`config.mk`:
```
export PLATFORM = sky130hd
export DESIGN_NAME = ber_top
export DESIGN_NICKNAME = d
export VERILOG_FILES = /design/src/hw/ber_pkg.sv /design/src/hw/bit_population_counter.sv /design/src/hw/prbs_mask_gen.sv /design/src/hw/error_accumulator.sv /design/src/hw/ber_ctrl.sv /design/src/hw/ber_top.sv
export VERILOG_INCLUDE_DIRS = /design/src /design/src/hw
export SDC_FILE = /design/constraint.sdc
export NUM_CORES = 1
export LEC_CHECK = 0
export ABC_CLOCK_PERIOD_IN_PS = 6800
export CAP_MARGIN = 20
export CORE_ASPECT_RATIO = 1.5
export CORE_UTILIZATION = 48
export DETAILED_ROUTE_END_ITERATION = 7
export DONT_BUFFER_PORTS = 1
export GPL_TIMING_DRIVEN = 0
export PLACE_DENSITY = 0.63
export SETUP_SLACK_MARGIN = 0.15
export SYNTH_ARGS = -nofsm -noshare
export SYNTH_HDL_FRONTEND = slang
export SYNTH_SLANG_ARGS = --single-unit
```
`constraint.sdc`:
```
create_clock -name clk_i -period 6.8 [get_ports clk_i]
set_clock_uncertainty 0.15 [all_clocks]
set_input_delay 1.36 -clock clk_i [delete_from_list [all_inputs] [get_ports clk_i]]
set_output_delay 1.36 -clock clk_i [all_outputs]
set_load 0.1 [all_outputs]
```
`src/hw/ber_config.svh`:
```
`ifndef BER_CONFIG_SVH
`define BER_CONFIG_SVH

// link word width in bits.
`define BER_WIDTH 128

// number of input bits summed by one leaf of the popcount tree.
`define BER_SLICE 6

// leaf register, one register per adder tree level, one output register.
`define BER_POPCNT_LAT ($clog2((`BER_WIDTH + `BER_SLICE - 1) / `BER_SLICE) + 2)

// errors in one word, 0 to BER_WIDTH inclusive.
`define BER_CNT_W ($clog2(`BER_WIDTH) + 1)

// words in one window.
`define BER_WORDS_W 16

// errors in one window, sized so that a full window of all-bad words fits.
`define BER_ERRS_W 24

`endif

```
`src/hw/ber_pkg.sv`:
```
`include "ber_config.svh"
`default_nettype none

package ber_pkg;

  typedef logic [`BER_WIDTH-1:0]   ber_word_t;
  typedef logic [`BER_CNT_W-1:0]   popcnt_t;
  typedef logic [`BER_WORDS_W-1:0] word_cnt_t;
  typedef logic [`BER_ERRS_W-1:0]  err_cnt_t;

  // PRBS31 shift register, bit 30 is the oldest bit.
  typedef logic [30:0] prbs_state_t;

  typedef enum logic {
    IDLE = 1'b0,
    RUN  = 1'b1
  } ber_state_e;

  typedef struct packed {
    err_cnt_t  errors;
    word_cnt_t words;
  } ber_result_t;

  typedef struct packed {
    prbs_state_t seed;
    word_cnt_t   window_len;
  } ber_cfg_t;

endpackage

`default_nettype wire

```
`src/hw/bit_population_counter.sv`:
```
`default_nettype none

module bit_population_counter #(
  parameter int WIDTH = 128,
  parameter int SLICE = 6
)(
  input  logic                   clk_i,
  input  logic                   srst_i,
  input  logic [WIDTH-1:0]       data_i,
  input  logic                   data_val_i,

  output logic [$clog2(WIDTH):0] data_o,
  output logic                   data_val_o
);

  localparam int SLICE_CNT = (WIDTH + SLICE - 1) / SLICE;
  localparam int LEVELS    = $clog2(SLICE_CNT);
  localparam int CNT_W     = $clog2(WIDTH) + 1;

  logic [SLICE_CNT-1:0][CNT_W-1:0]          slice_cnt;
  logic [LEVELS:0][SLICE_CNT-1:0][CNT_W-1:0] tree;
  logic [CNT_W-1:0]                         data_q;
  logic [LEVELS+1:0]                        valid_delay;

  // leaf counts, the last slice may be short.
  always_comb
  begin
    for (int i = 0; i < SLICE_CNT; i++)
    begin
      slice_cnt[i] = '0;
      for (int j = 0; j < SLICE && i * SLICE + j < WIDTH; j++)
        slice_cnt[i] = slice_cnt[i] + CNT_W'(data_i[i * SLICE + j]);
    end
  end

  always_ff @(posedge clk_i)
  begin
    tree[0] <= slice_cnt;
  end

  // each level pairs up the nodes of the one below.
  // level n holds ceil(SLICE_CNT / 2^n) nodes, an odd node passes through.
  always_ff @(posedge clk_i)
  begin
    for (int lvl = 1; lvl <= LEVELS; lvl++)
    begin
      for (int i = 0; i < SLICE_CNT; i++)
      begin
        if (2 * i + 1 < ((SLICE_CNT + (1 << (lvl - 1)) - 1) >> (lvl - 1)))
          tree[lvl][i] <= tree[lvl-1][2*i] + tree[lvl-1][2*i+1];
        else if (2 * i < ((SLICE_CNT + (1 << (lvl - 1)) - 1) >> (lvl - 1)))
          tree[lvl][i] <= tree[lvl-1][2*i];
        else
          tree[lvl][i] <= '0;
      end
    end
  end

  always_ff @(posedge clk_i)
  begin
    data_q <= tree[LEVELS][0];
  end

  // one stage per register on the data path.
  always_ff @(posedge clk_i)
  begin
    if (srst_i)
      valid_delay <= '0;
    else
      valid_delay <= {valid_delay[LEVELS:0], data_val_i};
  end

  assign data_o     = data_q;
  assign data_val_o = valid_delay[LEVELS+1];

endmodule

`default_nettype wire

```
`src/hw/prbs_mask_gen.sv`:
```
`default_nettype none

module prbs_mask_gen (
  input  logic                 clk_i,
  input  logic                 srst_i,
  input  ber_pkg::prbs_state_t seed_i,
  input  logic                 seed_load_i,
  input  logic                 word_en_i,
  input  ber_pkg::ber_word_t   rx_data_i,

  output ber_pkg::ber_word_t   mask_o,
  output logic                 mask_val_o
);

  ber_pkg::prbs_state_t state_q;
  ber_pkg::prbs_state_t state_next;
  ber_pkg::ber_word_t   expected;
  ber_pkg::ber_word_t   mask_q;
  logic                 mask_val_q;
  logic                 fb;

  // x^31 + x^28 + 1, one new bit per step shifted in at the bottom.
  // the first new bit of a word lands in bit 0 of the expected word.
  always_comb
  begin
    state_next = state_q;
    expected   = '0;
    fb         = 1'b0;
    for (int k = 0; k < $bits(ber_pkg::ber_word_t); k++)
    begin
      fb          = state_next[30] ^ state_next[27];
      expected[k] = fb;
      state_next  = {state_next[29:0], fb};
    end
  end

  // seed wins, the control block never enables a word in the load cycle.
  always_ff @(posedge clk_i)
  begin
    if (seed_load_i)
      state_q <= seed_i;
    else if (word_en_i)
      state_q <= state_next;
  end

  always_ff @(posedge clk_i)
  begin
    if (word_en_i)
      mask_q <= expected ^ rx_data_i;
  end

  always_ff @(posedge clk_i)
  begin
    if (srst_i)
      mask_val_q <= 1'b0;
    else
      mask_val_q <= word_en_i;
  end

  assign mask_o     = mask_q;
  assign mask_val_o = mask_val_q;

endmodule

`default_nettype wire

```
`src/hw/error_accumulator.sv`:
```
`default_nettype none

module error_accumulator (
  input  logic                 clk_i,
  input  logic                 srst_i,
  input  logic                 clear_i,
  input  ber_pkg::popcnt_t     count_i,
  input  logic                 count_val_i,
  input  logic                 last_i,

  output ber_pkg::ber_result_t result_o,
  output logic                 result_val_o
);

  ber_pkg::err_cnt_t    err_sum_q;
  ber_pkg::word_cnt_t   word_sum_q;
  ber_pkg::err_cnt_t    err_total;
  ber_pkg::word_cnt_t   word_total;
  ber_pkg::ber_result_t result_q;
  logic                 result_val_q;
  logic                 window_end;

  // totals including the word on the input this cycle.
  assign err_total  = err_sum_q + ber_pkg::err_cnt_t'(count_i);
  assign word_total = word_sum_q + 1'b1;
  assign window_end = count_val_i && last_i;

  always_ff @(posedge clk_i)
  begin
    if (srst_i)
    begin
      err_sum_q  <= '0;
      word_sum_q <= '0;
    end
    else if (clear_i || window_end)
    begin
      err_sum_q  <= '0;
      word_sum_q <= '0;
    end
    else if (count_val_i)
    begin
      err_sum_q  <= err_total;
      word_sum_q <= word_total;
    end
  end

  always_ff @(posedge clk_i)
  begin
    if (window_end)
    begin
      result_q.errors <= err_total;
      result_q.words  <= word_total;
    end
  end

  always_ff @(posedge clk_i)
  begin
    if (srst_i)
      result_val_q <= 1'b0;
    else
      result_val_q <= window_end;
  end

  assign result_o     = result_q;
  assign result_val_o = result_val_q;

endmodule

`default_nettype wire

```
`src/hw/ber_ctrl.sv`:
```
`include "ber_config.svh"
`default_nettype none

module ber_ctrl (
  input  logic                 clk_i,
  input  logic                 srst_i,
  input  logic                 start_i,
  input  logic                 stop_i,
  input  ber_pkg::ber_cfg_t    cfg_i,
  input  logic                 rx_val_i,

  output ber_pkg::prbs_state_t seed_o,
  output logic                 seed_load_o,
  output logic                 word_en_o,
  output logic                 last_o,
  output logic                 clear_o,
  output logic                 running_o
);

  ber_pkg::ber_state_e    state_q;
  ber_pkg::word_cnt_t     win_len_q;
  ber_pkg::word_cnt_t     word_cnt_q;
  ber_pkg::word_cnt_t     word_cnt_inc;
  logic                   last_word;
  logic [`BER_POPCNT_LAT:0] last_pipe_q;

  assign running_o = (state_q == ber_pkg::RUN);

  // a word in the start cycle is dropped, the generator is loading its seed.
  assign word_en_o = running_o && rx_val_i && !start_i;

  assign word_cnt_inc = word_cnt_q + 1'b1;
  assign last_word    = word_en_o && (word_cnt_inc == win_len_q);

  assign seed_o      = cfg_i.seed;
  assign seed_load_o = start_i;
  assign clear_o     = start_i;

  // start beats stop when both arrive together.
  always_ff @(posedge clk_i)
  begin
    if (srst_i)
      state_q <= ber_pkg::IDLE;
    else if (start_i)
      state_q <= ber_pkg::RUN;
    else if (stop_i)
      state_q <= ber_pkg::IDLE;
  end

  // zero length windows behave as one word windows.
  always_ff @(posedge clk_i)
  begin
    if (srst_i)
      win_len_q <= ber_pkg::word_cnt_t'(1);
    else if (start_i)
    begin
      if (cfg_i.window_len == '0)
        win_len_q <= ber_pkg::word_cnt_t'(1);
      else
        win_len_q <= cfg_i.window_len;
    end
  end

  // wraps on the last word so that windows follow each other directly.
  always_ff @(posedge clk_i)
  begin
    if (srst_i || start_i)
      word_cnt_q <= '0;
    else if (word_en_o)
    begin
      if (last_word)
        word_cnt_q <= '0;
      else
        word_cnt_q <= word_cnt_inc;
    end
  end

  // mask register plus popcount latency.
  always_ff @(posedge clk_i)
  begin
    if (srst_i)
      last_pipe_q <= '0;
    else
      last_pipe_q <= {last_pipe_q[`BER_POPCNT_LAT-1:0], last_word};
  end

  assign last_o = last_pipe_q[`BER_POPCNT_LAT];

endmodule

`default_nettype wire

```
`src/hw/ber_top.sv`:
```
`include "ber_config.svh"
`default_nettype none

module ber_top (
  input  logic                 clk_i,
  input  logic                 srst_i,
  input  logic                 start_i,
  input  ber_pkg::ber_cfg_t    cfg_i,
  input  logic                 stop_i,
  input  ber_pkg::ber_word_t   rx_data_i,
  input  logic                 rx_val_i,

  output ber_pkg::ber_result_t result_o,
  output logic                 result_val_o,
  output logic                 running_o
);

  ber_pkg::prbs_state_t seed;
  logic                 seed_load;
  logic                 word_en;
  logic                 last;
  logic                 clear;
  ber_pkg::ber_word_t   mask;
  logic                 mask_val;
  ber_pkg::popcnt_t     err_cnt;
  logic                 err_cnt_val;

  ber_ctrl ctrl0 (
    .clk_i       (clk_i),
    .srst_i      (srst_i),
    .start_i     (start_i),
    .stop_i      (stop_i),
    .cfg_i       (cfg_i),
    .rx_val_i    (rx_val_i),
    .seed_o      (seed),
    .seed_load_o (seed_load),
    .word_en_o   (word_en),
    .last_o      (last),
    .clear_o     (clear),
    .running_o   (running_o)
  );

  prbs_mask_gen mask_gen0 (
    .clk_i       (clk_i),
    .srst_i      (srst_i),
    .seed_i      (seed),
    .seed_load_i (seed_load),
    .word_en_i   (word_en),
    .rx_data_i   (rx_data_i),
    .mask_o      (mask),
    .mask_val_o  (mask_val)
  );

  bit_population_counter #(
    .WIDTH (`BER_WIDTH),
    .SLICE (`BER_SLICE)
  ) popcnt0 (
    .clk_i      (clk_i),
    .srst_i     (srst_i),
    .data_i     (mask),
    .data_val_i (mask_val),
    .data_o     (err_cnt),
    .data_val_o (err_cnt_val)
  );

  error_accumulator acc0 (
    .clk_i        (clk_i),
    .srst_i       (srst_i),
    .clear_i      (clear),
    .count_i      (err_cnt),
    .count_val_i  (err_cnt_val),
    .last_i       (last),
    .result_o     (result_o),
    .result_val_o (result_val_o)
  );

endmodule

`default_nettype wire

```
-- Word level (Yosys, flattened, before mapping)
Index checks and enable logic that the tools add are counted.
- register bits: 657
- bits in latches: 0
- logic and storage cells: 336
- output and inout bits: 42
- RAM bits: 0
- bits in read-only memories: 0
- bits of input ports: 180
- memories: 0
- multiplexer cells: 6
- order comparisons: 0
- bitwise operators: 129
- equal/unequal tests: 1
- shift operators: 0
- add/subtract/negate cells: 130
- divide/modulo/power cells: 0
- reduce and logical (&&, ||, !) cells: 11
- $mul: 0
- operator list (kind ; count):
    adder 8 x 1 -> 8 bit ; 84
    adder 8 bit ; 21
    bitwise XOR 1 bit ; 128
    bitwise XOR 128 bit ; 1
    two-way mux 31 bit ; 2
    adder 1 x 1 -> 2 bit ; 22
    adder 16 x 1 -> 16 bit, second input constant ; 2
    two-way mux 16 bit ; 2
    adder 24 x 8 -> 24 bit ; 1
    equality test 16 bit ; 1
    zero test 16 bit ; 1
    logical AND 1 bit ; 4
    nonzero test 2 bit ; 2
    logical OR 1 bit ; 2
    two-way mux 1 bit ; 2
    OR reduction 2 bit ; 1
    zero test 1 bit ; 1

-- Depth between registers and ports, before layout
- word-level depth: 7
- gate-level depth with buffers: 11
- gate-level depth less buffers: 10

-- Hierarchy
A second synthesis with hierarchy kept.
- cells, all modules: 1903
- area total of the unflattened synthesis: 22821.9 µm²
- modules (own cells, without submodules) (module ; area an instance (µm²) ; sequential area each (µm²) ; instances ; cells each):
    bit_population_counter ; 8824.7 ; 3983.8 ; 1 ; 745
    prbs_mask_gen ; 7702.4 ; 4794.6 ; 1 ; 506
    error_accumulator ; 3811.2 ; 2021.9 ; 1 ; 352
    ber_ctrl ; 2483.6 ; 820.8 ; 1 ; 300

-- Worst setup path before layout
OpenSTA, ideal clock, no wires.
- path kind: input port to flip-flop
- start point: input start_i
- end point: register ctrl0.word_cnt_q[8]
- slack: 1.254 ns
- library setup time: 0.066 ns
- data arrival time: 5.330 ns
- path buffers: 1
- stages: 9
- data required time: 6.584 ns
- path through: nand3b_1 > clkinv_1 > nand3_1 > a211o_1 > nor4_2 > o2111ai_2 > nand2_2 > buf_6 > nor2_1
- word-level cells in the longest chain between the ends: 4
- elaborated cells on any way between the ends: 5
- classes of those cells: mux: 1; reduce/logical: 4
- ends and longest elaborated chain (what ; line ; source):
    from (decl) ; ber_top.sv:7 ; input logic start_i,
    zero test 1 bit * ; ber_ctrl.sv:30 ; assign word_en_o = running_o && rx_val_i && !start_i;
    logical AND 1 bit * ; ber_ctrl.sv:30 ;
    named net ctrl0.word_en_o ; ber_ctrl.sv:14 ; output logic word_en_o,
    logical AND 1 bit ; ber_ctrl.sv:33 ; assign last_word = word_en_o && (word_cnt_inc == win_len_q);
    two-way mux 16 bit ; ber_ctrl.sv:71 ; if (last_word)
    to (signal assigned) ; ber_ctrl.sv:74 ; word_cnt_q <= word_cnt_inc;
    to (decl) ; ber_ctrl.sv:22 ; ber_pkg::word_cnt_t word_cnt_q;
The timed path passes the listed nets; every way through them passes the cells marked *.
A chain may end at the register's enable or synchronous reset.

-- Final worst setup path
- start point: register ctrl0.state_q (netlist: ctrl0.running_o)
- end point: register ctrl0.word_cnt_q[9]
- word-level cells in the longest chain between the ends: 4
- ends and longest elaborated chain (what ; line ; source):
    from (decl) ; ber_ctrl.sv:20 ; ber_pkg::ber_state_e state_q;
    from (signal assigned) ; ber_ctrl.sv:43 ; state_q <= ber_pkg::IDLE;
    from (signal assigned) ; ber_ctrl.sv:45 ; state_q <= ber_pkg::RUN;
    from (signal assigned) ; ber_ctrl.sv:47 ; state_q <= ber_pkg::IDLE;
    logical AND 1 bit * (2 in a row) ; ber_ctrl.sv:30 ;
    named net ctrl0.word_en_o ; ber_ctrl.sv:14 ;
    logical AND 1 bit ; ber_ctrl.sv:33 ;
    two-way mux 16 bit ; ber_ctrl.sv:71 ;
Marked as above.

==> results.py <==
metrics = {
    "synthesis": {
        "synth.most_common_cell": "xnor2_1",
        "post-synth-top-area-cell": "edfxtp_1",
        "post_synth_inst_count": 1824,
        "syn_area_per_cell_um2": 12.0,
        "async_flop_share_pct": 0,
        "synth_area_um2": 21900,
        "yosys_warnings": 0,
        "synth_cell_types": 64,
        "synth_common_cells": "xnor2_1 (326), dfxtp_1 (275), inv_1 (230)",
        "synth_edf_count": 199,
        "ys_seq_area_share_pct": 52.4,
        "synth.net_count": 2199,
        "synthTopCellsByArea": "edfxtp_1 (27%), dfxtp_1 (25%), xnor2_1 (13%)",
        "yosysTopAreaCellShare_pct": 27.3,
        "ys_ff_latch": 474,
        "ys.flop_type": "dfxtp_1",
    },
    "pwr": {
        "pwr-share-seq_pct": 41.8,
        "swShare_pct": 30.2,
        "vdd_drop_max_mv": 0.242,
        "leakage_nw": 9.79,
        "total_power_mw": 9.37,
        "p_int_mw": 6.54,
        "clkPwrFrac_pct": 27.8,
        "p_sw_mw": 2.83,
        "comb_power_share_pct": 30.3,
        "powerDensity_nw_per_um2": 386,
    },
    "hold_path": {
        "holdPathStages": 0,
        "hp-class": "flop to flop",
    },
    "layout": {
        "nNetsFinal": 2255,
        "drive_above_1_share_pct": 5.27,
        "n_antenna_cell": 0,
        "area_growth_pct": 11.0,
        "stdcell_area_um2": 24300,
        "layout.cells.non_filler": 2500,
    },
    "detailed_routing": {
        "vias_per_cell": 4.97,
        "first_pass_iters": 5,
        "wl_per_cell_um": 18.4,
        "antenna_left": 0,
        "wl_um": 46000,
        "drc_errors": 0,
        "first_iter_violations": 580,
        "num_vias": 12400,
    },
    "sta": {
        "worstMarginPinSlew_ns": 1.11,
        "rsz0062_at_grt": "no",
        "setup_tns_ns": 0,
        "setup_viol_count_final": 0,
        "holdWs_ns": 0.174,
        "max_clock_freq_mhz": 280,
        "min_period_over_period_pct": 52.4,
        "slew_headroom_pct": 25.5,
        "hold_viol_final": 0,
        "drv_slew": 0,
        "layout_min_cycle_time_ns": 3.57,
    },
    "setup_path": {
        "worst-path-max-fanout": 33,
        "startpoint_type": "flop",
        "crit_type": "flop to flop",
        "cp-end-kind": "flop",
        "required_ns": 7.09,
        "r2r_cells": 9,
        "cp.arrival_ns": 3.86,
    },
    "clock_tree": {
        "cts_tree": "done",
        "htreeDepth": 2,
        "insertion_delay_ns": 0.57,
        "cts_hold_buf": 0,
        "cts.clk_slew.worst_paths_ns": 0.07,
        "cts_setup_buffers": 0,
        "clock-root-buffer": "clkbuf_16",
        "cts_buffers": 47,
        "cts_resized": 0,
        "numClockSinks": 474,
        "clk_path_buf_depth": 3,
    },
    "run": {
        "drv_cap": 0,
    },
    "floorplan": {
        "die_h_um": 264,
        "initial_utilization_pct": 48.7,
        "std_cell_rows": 95,
        "pin_count": 222,
        "die_x_um": 176,
        "core_area_um2": 44900,
        "dieArea_um2": 46500,
    },
    "placement": {
        "dp_hpwl_um": 35800,
        "place_area_um2": 22700,
        "gp_congestion": 0.882,
        "dp.cells": 2413,
        "port_buffers": 0,
    },
    "grt": {
        "grt_start_max_net_pins": 105,
        "grt_overflow": 0,
        "grt_first_pass_wirelength_um": 71900,
        "track_usage_pct": 20.4,
        "antenna_found_initial": 0,
        "grt_pass1_vias": 13100,
    },
    "run_status": {
        "status": "finished clean",
    },
}
## final timing paths
check / start / endpoint / slack [ns]
hold / removal: popcnt0.tree[882] / popcnt0.data_o[2] / 0.17
setup reg to reg: ctrl0.running_o / ctrl0.word_cnt_q[9] / 3.23
hold reg to reg: popcnt0.tree[882] / popcnt0.data_o[2] / 0.17
setup / recovery: ctrl0.running_o / ctrl0.word_cnt_q[9] / 3.23
## per-layer routing
layer / wire, µm / vias to the layer above / global-route usage [%]
met5: 0 / - / 0
met4: 1690 / 0 / 7.76
met2: 24400 / 317 / 38.0
li1: - / 6008 / -
met1: 17400 / 6019 / 22.4
met3: 2520 / 84 / 4.07
## cell families (layout without fill, tap and decap cells)
group	after synthesis	in the layout	share of synthesized area (%)
buffers and inverters	297	391	5.20
muxes	41	41	1.89
AOI/OAI and AO/OA	137	137	4.16
xor gates and xnor gates	402	402	16.1
adders and majority gates	195	195	14.1
and+or+nand+nor	278	278	6.19
DFF	474	474	52.4
## cell usage in the layout (no fill, tap or decap), types with 5 or more instances in the layout
master	n
inv_1	230
mux2i_1	39
buf_1	5
clkbuf_1	67
a21o_1	38
nor2_1	109
nor4_1	5
nand2b_1	11
edfxtp_1	199
and3_1	5
clkbuf_8	7
nand4_1	14
a21oi_1	34
o21a_1	5
nor3_1	8
fa_1	85
dfxtp_1	275
xor2_1	76
o21ai_0	28
clkinv_2	9
ha_1	110
nor2b_1	28
xnor2_1	326
nand3_1	26
nand2_1	48
clkbuf_16	53
## flip-flops by register name, summed over array words and instances (netlist names)
signal,count
acc0.word_sum_q,16
mask_gen0.mask_val_o,1
acc0.result_val_o,1
mask_gen0.state_q,31
popcnt0.valid_delay,7
ctrl0.last_pipe_q,8
acc0.err_sum_q,24
ctrl0.running_o,1
mask_gen0.mask_o,128
acc0.result_o,40
ctrl0.win_len_q,16
popcnt0.tree,177
ctrl0.word_cnt_q,16
popcnt0.data_o,8
## layout make-up
type	instances	area [µm²]
sequential	474	11500
timing repair buffer	7	108
inverter	231	872
tap	582	728
fill	3883	20600
clock buffer	75	1480
buffer	66	273
multi-input combinational	1053	9280
clock inverter	12	90.1
## through the flow
| step | setup slack [ns] | util, % |
|---|---|---|
| after floorplan | 1.25 | - |
| after global placement | -0.622 | 50.4 |
| after detailed placement | 3.01 | 50.6 |
| after CTS | 3.22 | 54.1 |
| after global routing | 3.00 | 54.1 |
| final | 3.23 | 54.1 |
## power groups by stage
stage	logic, mW	registers, mW	clock network (mW)
global route	3.22	3.97	2.78
floorplan	2.17	3.90	0
finish	2.84	3.92	2.61
CTS	2.91	3.93	2.67
global placement	2.79	3.98	0
detailed placement	2.89	3.99	0
## worst max-delay path, stage by stage (launching register included)
cell and delay, ns:
dfxtp_1 1.00, nand3b_1 0.58, clkinv_4 0.46, nand3_1 0.12, a211o_1 0.26, nor4_2 0.20, o2111ai_2 0.26, nand2_2 0.18
buf_6 0.17, nor2_1 0.06
No activity file was read; power rests on OpenSTA's default activity.
